==> src/logic/mipsPkg.sv <==
package mipsPkg;

	// word and field types
	typedef logic [31:0] word;
	typedef logic [4:0] regNum;
	typedef logic [5:0] opcode;
	typedef logic [5:0] functCode;

	//////////////////////////////
	// primary opcodes
	localparam opcode OP_RTYPE = 6'b000000;
	localparam opcode OP_ADDIU = 6'b001001;
	localparam opcode OP_LW    = 6'b100011;
	localparam opcode OP_SW    = 6'b101011;
	localparam opcode OP_BEQ   = 6'b000100;
	localparam opcode OP_J     = 6'b000010;

	// r-type function codes
	localparam functCode FN_ADDU = 6'b100001;
	localparam functCode FN_SUBU = 6'b100011;
	localparam functCode FN_AND  = 6'b100100;
	localparam functCode FN_OR   = 6'b100101;
	localparam functCode FN_SLT  = 6'b101010;

	//////////////////////////////
	typedef enum logic [2:0] {ALU_ADD, ALU_SUB, ALU_AND, ALU_OR, ALU_SLT} aluOp;

	// forward source for an execute operand
	typedef enum logic [1:0] {FWD_REG, FWD_WB, FWD_MEM} fwdSel;

	localparam word RESET_PC = 32'h0000_0000;

endpackage

==> src/logic/hazardIf.sv <==
`timescale 1ns/10ps

interface hazardIf;

	// decode stage
	mipsPkg::regNum rsD;
	mipsPkg::regNum rtD;
	logic branchD;
	logic redirectD;
	// execute stage
	mipsPkg::regNum rsE;
	mipsPkg::regNum rtE;
	mipsPkg::regNum writeRegE;
	logic regWriteE;
	logic memToRegE;
	// memory and writeback
	mipsPkg::regNum writeRegM;
	logic regWriteM;
	logic memToRegM;
	mipsPkg::regNum writeRegW;
	logic regWriteW;

	// controls back to the pipe
	logic forwardAD, forwardBD;
	mipsPkg::fwdSel forwardAE, forwardBE;
	logic stallF, stallD, stallE, stallM, stallW;
	logic flushD, flushE;

	modport pipe (
		output rsD, rtD, branchD, redirectD,
		output rsE, rtE, writeRegE, regWriteE, memToRegE,
		output writeRegM, regWriteM, memToRegM, writeRegW, regWriteW,
		input forwardAD, forwardBD, forwardAE, forwardBE,
		input stallF, stallD, stallE, stallM, stallW, flushD, flushE
	);

	modport ctrl (
		input rsD, rtD, branchD, redirectD,
		input rsE, rtE, writeRegE, regWriteE, memToRegE,
		input writeRegM, regWriteM, memToRegM, writeRegW, regWriteW,
		output forwardAD, forwardBD, forwardAE, forwardBE,
		output stallF, stallD, stallE, stallM, stallW, flushD, flushE
	);

endinterface

==> src/logic/alu.sv <==
`timescale 1ns/10ps

module alu (
	input mipsPkg::word a,
	input mipsPkg::word b,
	input mipsPkg::aluOp op,
	output mipsPkg::word result,
	output logic zero
);

	always_comb begin
		case (op)
			mipsPkg::ALU_ADD: result = a + b;
			mipsPkg::ALU_SUB: result = a - b;
			mipsPkg::ALU_AND: result = a & b;
			mipsPkg::ALU_OR: result = a | b;
			// signed compare
			mipsPkg::ALU_SLT: result = {31'b0, $signed(a) < $signed(b)};
			default: result = a + b;
		endcase
	end

	assign zero = (result == '0);

endmodule

==> src/logic/controlDecoder.sv <==
`timescale 1ns/10ps

module controlDecoder (
	input mipsPkg::opcode op,
	input mipsPkg::functCode funct,
	output logic regWrite,
	output logic regDst,
	output logic aluSrc,
	output logic memWrite,
	output logic memToReg,
	output logic branch,
	output logic jump,
	output mipsPkg::aluOp aluControl
);

	always_comb begin
		// anything not listed is a no-op
		regWrite = 1'b0;
		regDst = 1'b0;
		aluSrc = 1'b0;
		memWrite = 1'b0;
		memToReg = 1'b0;
		branch = 1'b0;
		jump = 1'b0;
		aluControl = mipsPkg::ALU_ADD;
		case (op)
			mipsPkg::OP_RTYPE: begin
				regDst = 1'b1;
				regWrite = 1'b1;
				case (funct)
					mipsPkg::FN_ADDU: aluControl = mipsPkg::ALU_ADD;
					mipsPkg::FN_SUBU: aluControl = mipsPkg::ALU_SUB;
					mipsPkg::FN_AND: aluControl = mipsPkg::ALU_AND;
					mipsPkg::FN_OR: aluControl = mipsPkg::ALU_OR;
					mipsPkg::FN_SLT: aluControl = mipsPkg::ALU_SLT;
					default: regWrite = 1'b0;
				endcase
			end
			mipsPkg::OP_ADDIU: begin
				regWrite = 1'b1;
				aluSrc = 1'b1;
			end
			mipsPkg::OP_LW: begin
				regWrite = 1'b1;
				aluSrc = 1'b1;
				memToReg = 1'b1;
			end
			mipsPkg::OP_SW: begin
				aluSrc = 1'b1;
				memWrite = 1'b1;
			end
			mipsPkg::OP_BEQ: begin
				branch = 1'b1;
				aluControl = mipsPkg::ALU_SUB;
			end
			mipsPkg::OP_J: jump = 1'b1;
			default: ;
		endcase
	end

endmodule

==> src/logic/datapath.sv <==
`timescale 1ns/10ps

module datapath (
	input logic clk,
	input logic reset,
	input mipsPkg::word instrF,
	input mipsPkg::word readDataM,
	input logic stallMem,
	output mipsPkg::word pcF,
	output logic memWriteM,
	output mipsPkg::word aluOutM,
	output mipsPkg::word writeDataM,
	output mipsPkg::word debugWbPc,
	output logic [3:0] debugWbRfWen,
	output mipsPkg::regNum debugWbRfWnum,
	output mipsPkg::word debugWbRfWdata,
	hazardIf.pipe hz
);

	mipsPkg::word pcPlus4F, pcNextF;
	mipsPkg::word instrD, pcD, pcPlus4D, rd1D, rd2D, srcAD, srcBD;
	mipsPkg::word signImmD, pcBranchD, pcJumpD;
	logic regWriteD, regDstD, aluSrcD, memWriteD, memToRegD, jumpD, takenD;
	mipsPkg::aluOp aluControlD;
	mipsPkg::word pcE, rd1E, rd2E, signImmE, srcAE, srcBE, writeDataE, aluOutE;
	mipsPkg::regNum rdE;
	logic regDstE, aluSrcE, memWriteE;
	mipsPkg::aluOp aluControlE;
	mipsPkg::word pcM, pcW, aluOutW, readDataW, resultW;
	logic memToRegW;

	function automatic mipsPkg::word pickFwd(input mipsPkg::fwdSel sel,
			input mipsPkg::word regVal, input mipsPkg::word memVal,
			input mipsPkg::word wbVal);
		case (sel)
			mipsPkg::FWD_MEM: return memVal;
			mipsPkg::FWD_WB: return wbVal;
			default: return regVal;
		endcase
	endfunction

	//////////////////////////////
	// fetch
	assign pcPlus4F = pcF + 32'd4;

	// redirect from decode wins over sequential fetch
	always_comb begin
		if (jumpD)
			pcNextF = pcJumpD;
		else if (takenD)
			pcNextF = pcBranchD;
		else
			pcNextF = pcPlus4F;
	end

	always_ff @(posedge clk) begin
		if (reset)
			pcF <= mipsPkg::RESET_PC;
		else if (!hz.stallF)
			pcF <= pcNextF;
	end

	//////////////////////////////
	// decode
	always_ff @(posedge clk) begin
		if (reset)
			instrD <= '0;
		else if (!hz.stallD)
			instrD <= hz.flushD ? '0 : instrF;
	end

	always_ff @(posedge clk) begin
		if (!hz.stallD) begin
			pcD <= pcF;
			pcPlus4D <= pcPlus4F;
		end
	end

	assign hz.rsD = instrD[25:21];
	assign hz.rtD = instrD[20:16];

	controlDecoder decoder (
		.op(instrD[31:26]), .funct(instrD[5:0]),
		.regWrite(regWriteD), .regDst(regDstD), .aluSrc(aluSrcD),
		.memWrite(memWriteD), .memToReg(memToRegD), .branch(hz.branchD),
		.jump(jumpD), .aluControl(aluControlD)
	);

	regFile regs (
		.clk(clk), .we(hz.regWriteW),
		.ra1(hz.rsD), .ra2(hz.rtD), .wa(hz.writeRegW), .wd(resultW),
		.rd1(rd1D), .rd2(rd2D)
	);

	assign signImmD = {{16{instrD[15]}}, instrD[15:0]};
	assign pcBranchD = pcPlus4D + {signImmD[29:0], 2'b00};
	assign pcJumpD = {pcPlus4D[31:28], instrD[25:0], 2'b00};

	// branch operands may come early from memory stage
	assign srcAD = hz.forwardAD ? aluOutM : rd1D;
	assign srcBD = hz.forwardBD ? aluOutM : rd2D;
	assign takenD = hz.branchD && (srcAD == srcBD);
	assign hz.redirectD = jumpD | takenD;

	//////////////////////////////
	// execute
	always_ff @(posedge clk) begin
		if (reset || (hz.flushE && !hz.stallE)) begin
			hz.regWriteE <= 1'b0;
			hz.memToRegE <= 1'b0;
			memWriteE <= 1'b0;
			aluSrcE <= 1'b0;
			regDstE <= 1'b0;
			aluControlE <= mipsPkg::ALU_ADD;
		end else if (!hz.stallE) begin
			hz.regWriteE <= regWriteD;
			hz.memToRegE <= memToRegD;
			memWriteE <= memWriteD;
			aluSrcE <= aluSrcD;
			regDstE <= regDstD;
			aluControlE <= aluControlD;
		end
	end

	always_ff @(posedge clk) begin
		if (!hz.stallE) begin
			pcE <= pcD;
			rd1E <= rd1D;
			rd2E <= rd2D;
			signImmE <= signImmD;
			hz.rsE <= hz.rsD;
			hz.rtE <= hz.rtD;
			rdE <= instrD[15:11];
		end
	end

	assign srcAE = pickFwd(hz.forwardAE, rd1E, aluOutM, resultW);
	assign writeDataE = pickFwd(hz.forwardBE, rd2E, aluOutM, resultW);
	assign srcBE = aluSrcE ? signImmE : writeDataE;
	assign hz.writeRegE = regDstE ? rdE : hz.rtE;

	alu exAlu (.a(srcAE), .b(srcBE), .op(aluControlE), .result(aluOutE), .zero());

	//////////////////////////////
	// memory
	always_ff @(posedge clk) begin
		if (reset) begin
			hz.regWriteM <= 1'b0;
			hz.memToRegM <= 1'b0;
			memWriteM <= 1'b0;
		end else if (!hz.stallM) begin
			hz.regWriteM <= hz.regWriteE;
			hz.memToRegM <= hz.memToRegE;
			memWriteM <= memWriteE;
		end
	end

	always_ff @(posedge clk) begin
		if (!hz.stallM) begin
			pcM <= pcE;
			aluOutM <= aluOutE;
			writeDataM <= writeDataE;
			hz.writeRegM <= hz.writeRegE;
		end
	end

	//////////////////////////////
	// writeback
	always_ff @(posedge clk) begin
		if (reset) begin
			hz.regWriteW <= 1'b0;
			memToRegW <= 1'b0;
		end else if (!hz.stallW) begin
			hz.regWriteW <= hz.regWriteM;
			memToRegW <= hz.memToRegM;
		end
	end

	always_ff @(posedge clk) begin
		if (!hz.stallW) begin
			pcW <= pcM;
			aluOutW <= aluOutM;
			readDataW <= readDataM;
			hz.writeRegW <= hz.writeRegM;
		end
	end

	assign resultW = memToRegW ? readDataW : aluOutW;

	// a frozen writeback is reported once, when the stall drops
	assign debugWbPc = pcW;
	assign debugWbRfWen = {4{hz.regWriteW & ~stallMem}};
	assign debugWbRfWnum = hz.writeRegW;
	// $0 always holds zero
	assign debugWbRfWdata = (hz.writeRegW == '0) ? '0 : resultW;

endmodule

==> src/logic/hazardUnit.sv <==
`timescale 1ns/10ps

module hazardUnit (
	input logic iStall,
	input logic dStall,
	output logic longestStall,
	hazardIf.ctrl hz
);

	logic lwStall, branchStall, pipeStall;

	// memory stage wins over writeback, $0 never forwards
	function automatic mipsPkg::fwdSel selectFwd(input mipsPkg::regNum src,
			input logic wenM, input mipsPkg::regNum dstM,
			input logic wenW, input mipsPkg::regNum dstW);
		if (src != '0 && wenM && src == dstM)
			return mipsPkg::FWD_MEM;
		else if (src != '0 && wenW && src == dstW)
			return mipsPkg::FWD_WB;
		else
			return mipsPkg::FWD_REG;
	endfunction

	//////////////////////////////
	// forwarding
	assign hz.forwardAE = selectFwd(hz.rsE, hz.regWriteM, hz.writeRegM,
		hz.regWriteW, hz.writeRegW);
	assign hz.forwardBE = selectFwd(hz.rtE, hz.regWriteM, hz.writeRegM,
		hz.regWriteW, hz.writeRegW);

	// decode compare only reads from memory stage
	assign hz.forwardAD = (hz.rsD != '0) && hz.regWriteM && (hz.rsD == hz.writeRegM);
	assign hz.forwardBD = (hz.rtD != '0) && hz.regWriteM && (hz.rtD == hz.writeRegM);

	//////////////////////////////
	// stalls and flushes
	assign lwStall = hz.memToRegE &&
		(hz.writeRegE == hz.rsD || hz.writeRegE == hz.rtD);

	// beq waits until its operands sit in memory stage as alu results
	assign branchStall = hz.branchD &&
		((hz.regWriteE && (hz.writeRegE == hz.rsD || hz.writeRegE == hz.rtD)) ||
		(hz.memToRegM && (hz.writeRegM == hz.rsD || hz.writeRegM == hz.rtD)));

	assign longestStall = iStall | dStall;
	assign pipeStall = lwStall | branchStall;

	assign hz.stallF = pipeStall | longestStall;
	assign hz.stallD = pipeStall | longestStall;
	assign hz.stallE = longestStall;
	assign hz.stallM = longestStall;
	assign hz.stallW = longestStall;

	// the pipe applies these only while its stage is enabled
	assign hz.flushD = hz.redirectD;
	assign hz.flushE = pipeStall;

endmodule

==> src/logic/mipsCore.sv <==
`timescale 1ns/10ps

module mipsCore (
	input logic clk,
	input logic reset,
	input mipsPkg::word instrF,
	input mipsPkg::word readDataM,
	input logic iStall,
	input logic dStall,
	output mipsPkg::word pcF,
	output logic memWriteM,
	output mipsPkg::word aluOutM,
	output mipsPkg::word writeDataM,
	output logic longestStall,
	output mipsPkg::word debugWbPc,
	output logic [3:0] debugWbRfWen,
	output mipsPkg::regNum debugWbRfWnum,
	output mipsPkg::word debugWbRfWdata
);

	hazardIf hz ();

	datapath dp (
		.clk(clk), .reset(reset),
		.instrF(instrF), .readDataM(readDataM), .stallMem(longestStall),
		.pcF(pcF), .memWriteM(memWriteM), .aluOutM(aluOutM), .writeDataM(writeDataM),
		.debugWbPc(debugWbPc), .debugWbRfWen(debugWbRfWen),
		.debugWbRfWnum(debugWbRfWnum), .debugWbRfWdata(debugWbRfWdata),
		.hz(hz.pipe)
	);

	hazardUnit hu (
		.iStall(iStall), .dStall(dStall), .longestStall(longestStall),
		.hz(hz.ctrl)
	);

endmodule

==> src/logic/regFile.sv <==
`timescale 1ns/10ps

module regFile (
	input logic clk,
	input logic we,
	input mipsPkg::regNum ra1,
	input mipsPkg::regNum ra2,
	input mipsPkg::regNum wa,
	input mipsPkg::word wd,
	output mipsPkg::word rd1,
	output mipsPkg::word rd2
);

	mipsPkg::word regs [32];

	// $0 is never written
	always_ff @(posedge clk) begin
		if (we && wa != '0)
			regs[wa] <= wd;
	end

	// write-first, so decode sees the writeback value in the same cycle
	assign rd1 = (ra1 == '0) ? '0 : (we && ra1 == wa) ? wd : regs[ra1];
	assign rd2 = (ra2 == '0) ? '0 : (we && ra2 == wa) ? wd : regs[ra2];

endmodule

==> config.mk <==
export PLATFORM = sky130hd
export DESIGN_NAME = mipsCore
export DESIGN_NICKNAME = d
export VERILOG_FILES = /design/src/logic/mipsPkg.sv /design/src/logic/hazardIf.sv /design/src/logic/alu.sv /design/src/logic/controlDecoder.sv /design/src/logic/datapath.sv /design/src/logic/hazardUnit.sv /design/src/logic/mipsCore.sv /design/src/logic/regFile.sv
export SDC_FILE = /design/constraint.sdc
export NUM_CORES = 2
export LEC_CHECK = 0
export BUFFER_PORTS_ARGS = -buffer_cell sky130_fd_sc_hd__buf_2
export CAP_MARGIN = 10
export CORE_MARGIN = 4
export CORE_UTILIZATION = 53
export CTS_CLUSTER_SIZE = 24
export DETAILED_ROUTE_END_ITERATION = 8
export PLACE_DENSITY = 0.73
export SYNTH_ARGS = -nofsm -noshare
export SYNTH_HDL_FRONTEND = slang
export SYNTH_SLANG_ARGS = --single-unit
==> constraint.sdc <==
create_clock -name clk -period 40.3 [get_ports clk]
set_clock_uncertainty 0.2 [all_clocks]
set_input_delay 4.03 -clock clk [delete_from_list [all_inputs] [get_ports clk]]
set_output_delay 4.03 -clock clk [all_outputs]
set_load 0.05 [all_outputs]
==> flow_summary.yaml <==
status:
  outcome: "complete, no violations"
clock_network:
  numCtsBuffers: 154
  h-tree-depth: 4
  clockBufferDepth: 3
  insertion_delay_ps: 800
  cts_tree: "done"
  clk_pin_slew_ps: 60
  ctsRootBufferMaster: "clkbuf_16"
  clock_sinks: 1497
  post_cts_buffers: 0
  postCtsResizedCells: 0
  cts_hold_buf: 0
floorplanning:
  die_area_sq_um: 149000
  coreArea_sq_um: 142000
  fp.dieH_um: 385
  start_util_pct: 53.3
  rows: 138
  pin_count: 239
  die_w_um: 385
route:
  totalWireLength_um: 254000
  route.detailed.drc: 0
  vias: 53100
  wl_per_cell_um: 33.1
  ant_nets: 0
  first_pass_iters: 9
  via_per_inst: 6.92
  dr.first_iter.drc_count: 7501
logic_synthesis:
  synth_top_area_share_pct: 56.1
  yosys.area_share.simple_pct: 8.00
  yosysUniqueCellTypes: 87
  synth_top_family_by_area: "multiplexers"
  synth_compound_area_share_pct: 9.95
  synth_top_flop_cell: "edfxtp_1"
  synth_top_area_cell: "edfxtp_1"
  synthAdderAreaFrac_pct: 2.17
  async_reset_ff_share_pct: 0
  synth_area_leaders: "edfxtp_1, mux4_2, mux2i_1, dfxtp_1, ha_1"
  post_synth_inst_count: 5450
  ys_seq_area_share_pct: 58.4
  synth-edff-count: 1410
  syn_avg_cell_area_sq_um: 13.9
  synth_area_sq_um: 75500
  synthXorXnorAreaFrac_pct: 1.43
  ys_ff_latch: 1497
  yosys_warnings: 0
  muxShareOfSynthArea_pct: 17.1
power:
  switchingPower_uw: 934
  report.power.total_uw: 3620
  ir_drop_v: 0.0000448
  powerDensity_nw_per_um2: 43.0
  p_clk_share_pct: 39.8
  p_sw_share_pct: 25.8
  leakagePower_uw: 0.0278
  seq_power_share_pct: 48.5
  combPwrFrac_pct: 11.6
  intPower_uw: 2690
timing:
  tns_ps: 0
  hold_viol_final: 0
  slew_violations: 0
  setup_viol: 0
  rsz0062_at_grt: "false"
  fin_crit_sh_pct: 24.8
  fin_crit_ps: 10000
  worstMarginPinSlew_ps: 1340
  slew_headroom_pct: 9.69
  max_freq_mhz: 100
grt:
  grt_pass1_wl_um: 361000
  grt_pass1_vias: 51200
  grt.overflow.total: 0
  grt_use_total_pct: 33.7
  grt_antenna_before_repair: 7
  grt_start_max_net_pins: 158
placement:
  postPlaceCellArea_sq_um: 79100
  dp_hpwl_um: 156000
  gp_congestion: 0.951
  dp.cells: 7387
  port_buffers: 238
critical_path:
  startpoint_type: "input pin"
  critPathRequiredTime_ps: 36070
  end_kind: "output port"
  critPathArrivalTime_ps: 5770
  criticalPathCategory: "input pin to output port"
  path_max_fanout: 157
cells_and_area:
  drive_gt1_share_pct: 20.0
  stdcell_count: 7676
  syn_to_final_growth_pct: 11.6
  final_common_cell: "edfxtp_1"
  nets: 5851
  layout_common_cells: "edfxtp_1, nand2_1, mux4_2"
  fin_area_sq_um: 84200
min_path:
  hold_class: "flop to flop"
run:
  maxCapViolCount: 0
critical path, stage by stage:
cell and delay [ps]:
buf_2 110, nor2_4 90, buf_4 290, buf_12 620
and2_1 290, buf_2 290
metal layers:
metal / up-vias / part of all wire [%] / wire (um) / track usage, %
li1: 21900 / - / - / -
met1: 26500 / 35 / 89700 / 43.6
met2: 3935 / 45 / 115000 / 51.4
met3: 804 / 14 / 35400 / 11.1
met4: 0 / 5.5 / 14100 / 16.3
met5: - / 0 / 0 / 0
registers in the layout, summed over array words and instances (netlist names), 11 cells and up, named ones only:
signal         count
dp.pcM            32
dp.pcD            30
dp.readDataW      32
dp.pcPlus4D       32
dp.rd1E           32
dp.rd2E           32
dp.regs.regs    1024
dp.instrD         32
dp.aluOutW        32
dp.aluOutM        32
dp.pcE            32
dp.signImmE       11
dp.writeDataM     32
dp.pcF            32
dp.debugWbPc      32
synth_stat cells, types with 41 or more instances:
cell         n
a211oi_1    45
a21oi_1    217
a22oi_1    148
and3_1      63
buf_2       85
clkbuf_1   216
dfxtp_1     87
edfxtp_1  1410
ha_1       126
inv_1      165
mux2_2      56
mux2i_1    349
mux4_2     387
nand2_1    392
nand2b_1    44
nand3_1    104
nand4_1     61
nor2_1     300
nor3_1      64
o21ai_0    264
o22ai_1     41
xnor2_1     96
final cells by class:
cell class,instances,area [sq um]
Fill cell,10700,57300
Sequential cell,1497,44100
Multi-Input combinational cell,3448,29700
Clock buffer,197,4100
Timing Repair Buffer,383,2370
Tap cell,1890,2360
Clock inverter,82,973
Inverter,170,641
Antenna cell,9,22.5
worst paths after layout:
path / start / end / slack, ps / cells after the start
hold / removal: dp.pcE[27] / dp.pcM[27] / 210 / 0
setup / recovery: dStall / debugWbRfWen[2] / 30300 / 6
hold reg to reg: dp.pcE[27] / dp.pcM[27] / 210 / 0
setup reg to reg: flop / dp.pcF[11] / 32710 / 16
through the flow:
stage | utilization (%) | setup slack, ps | hold slack, ps
floorplan | - | 14210 | 200
global placement | 55.9 | 30290 | 201
detailed placement | 55.9 | 30240 | 205
CTS | 59.5 | 30240 | 214
global route | 59.5 | 30170 | 217
finish | 59.5 | 30300 | 213
power by group through the flow:
| stage | clock network (uW) | registers (uW) | logic, uW |
|---|---|---|---|
| after floorplan | 0 | 1800 | 256 |
| after global placement | 0 | 1790 | 400 |
| after detailed placement | 0 | 1790 | 404 |
| after CTS | 1450 | 1760 | 407 |
| after global routing | 1520 | 1760 | 442 |
| final | 1440 | 1760 | 421 |
cell families (layout without fill, tap and decap cells):
kind of cell    Yosys count  in the layout
compound gates         1117           1117
xor+xnor                123            123
fa+ha+maj               129            129
buf+inv                 536            832
flops                  1497           1497
mux                     797            797
other cells               1             41
simple gates           1250           1250
Power figures use the tool's default switching activity.
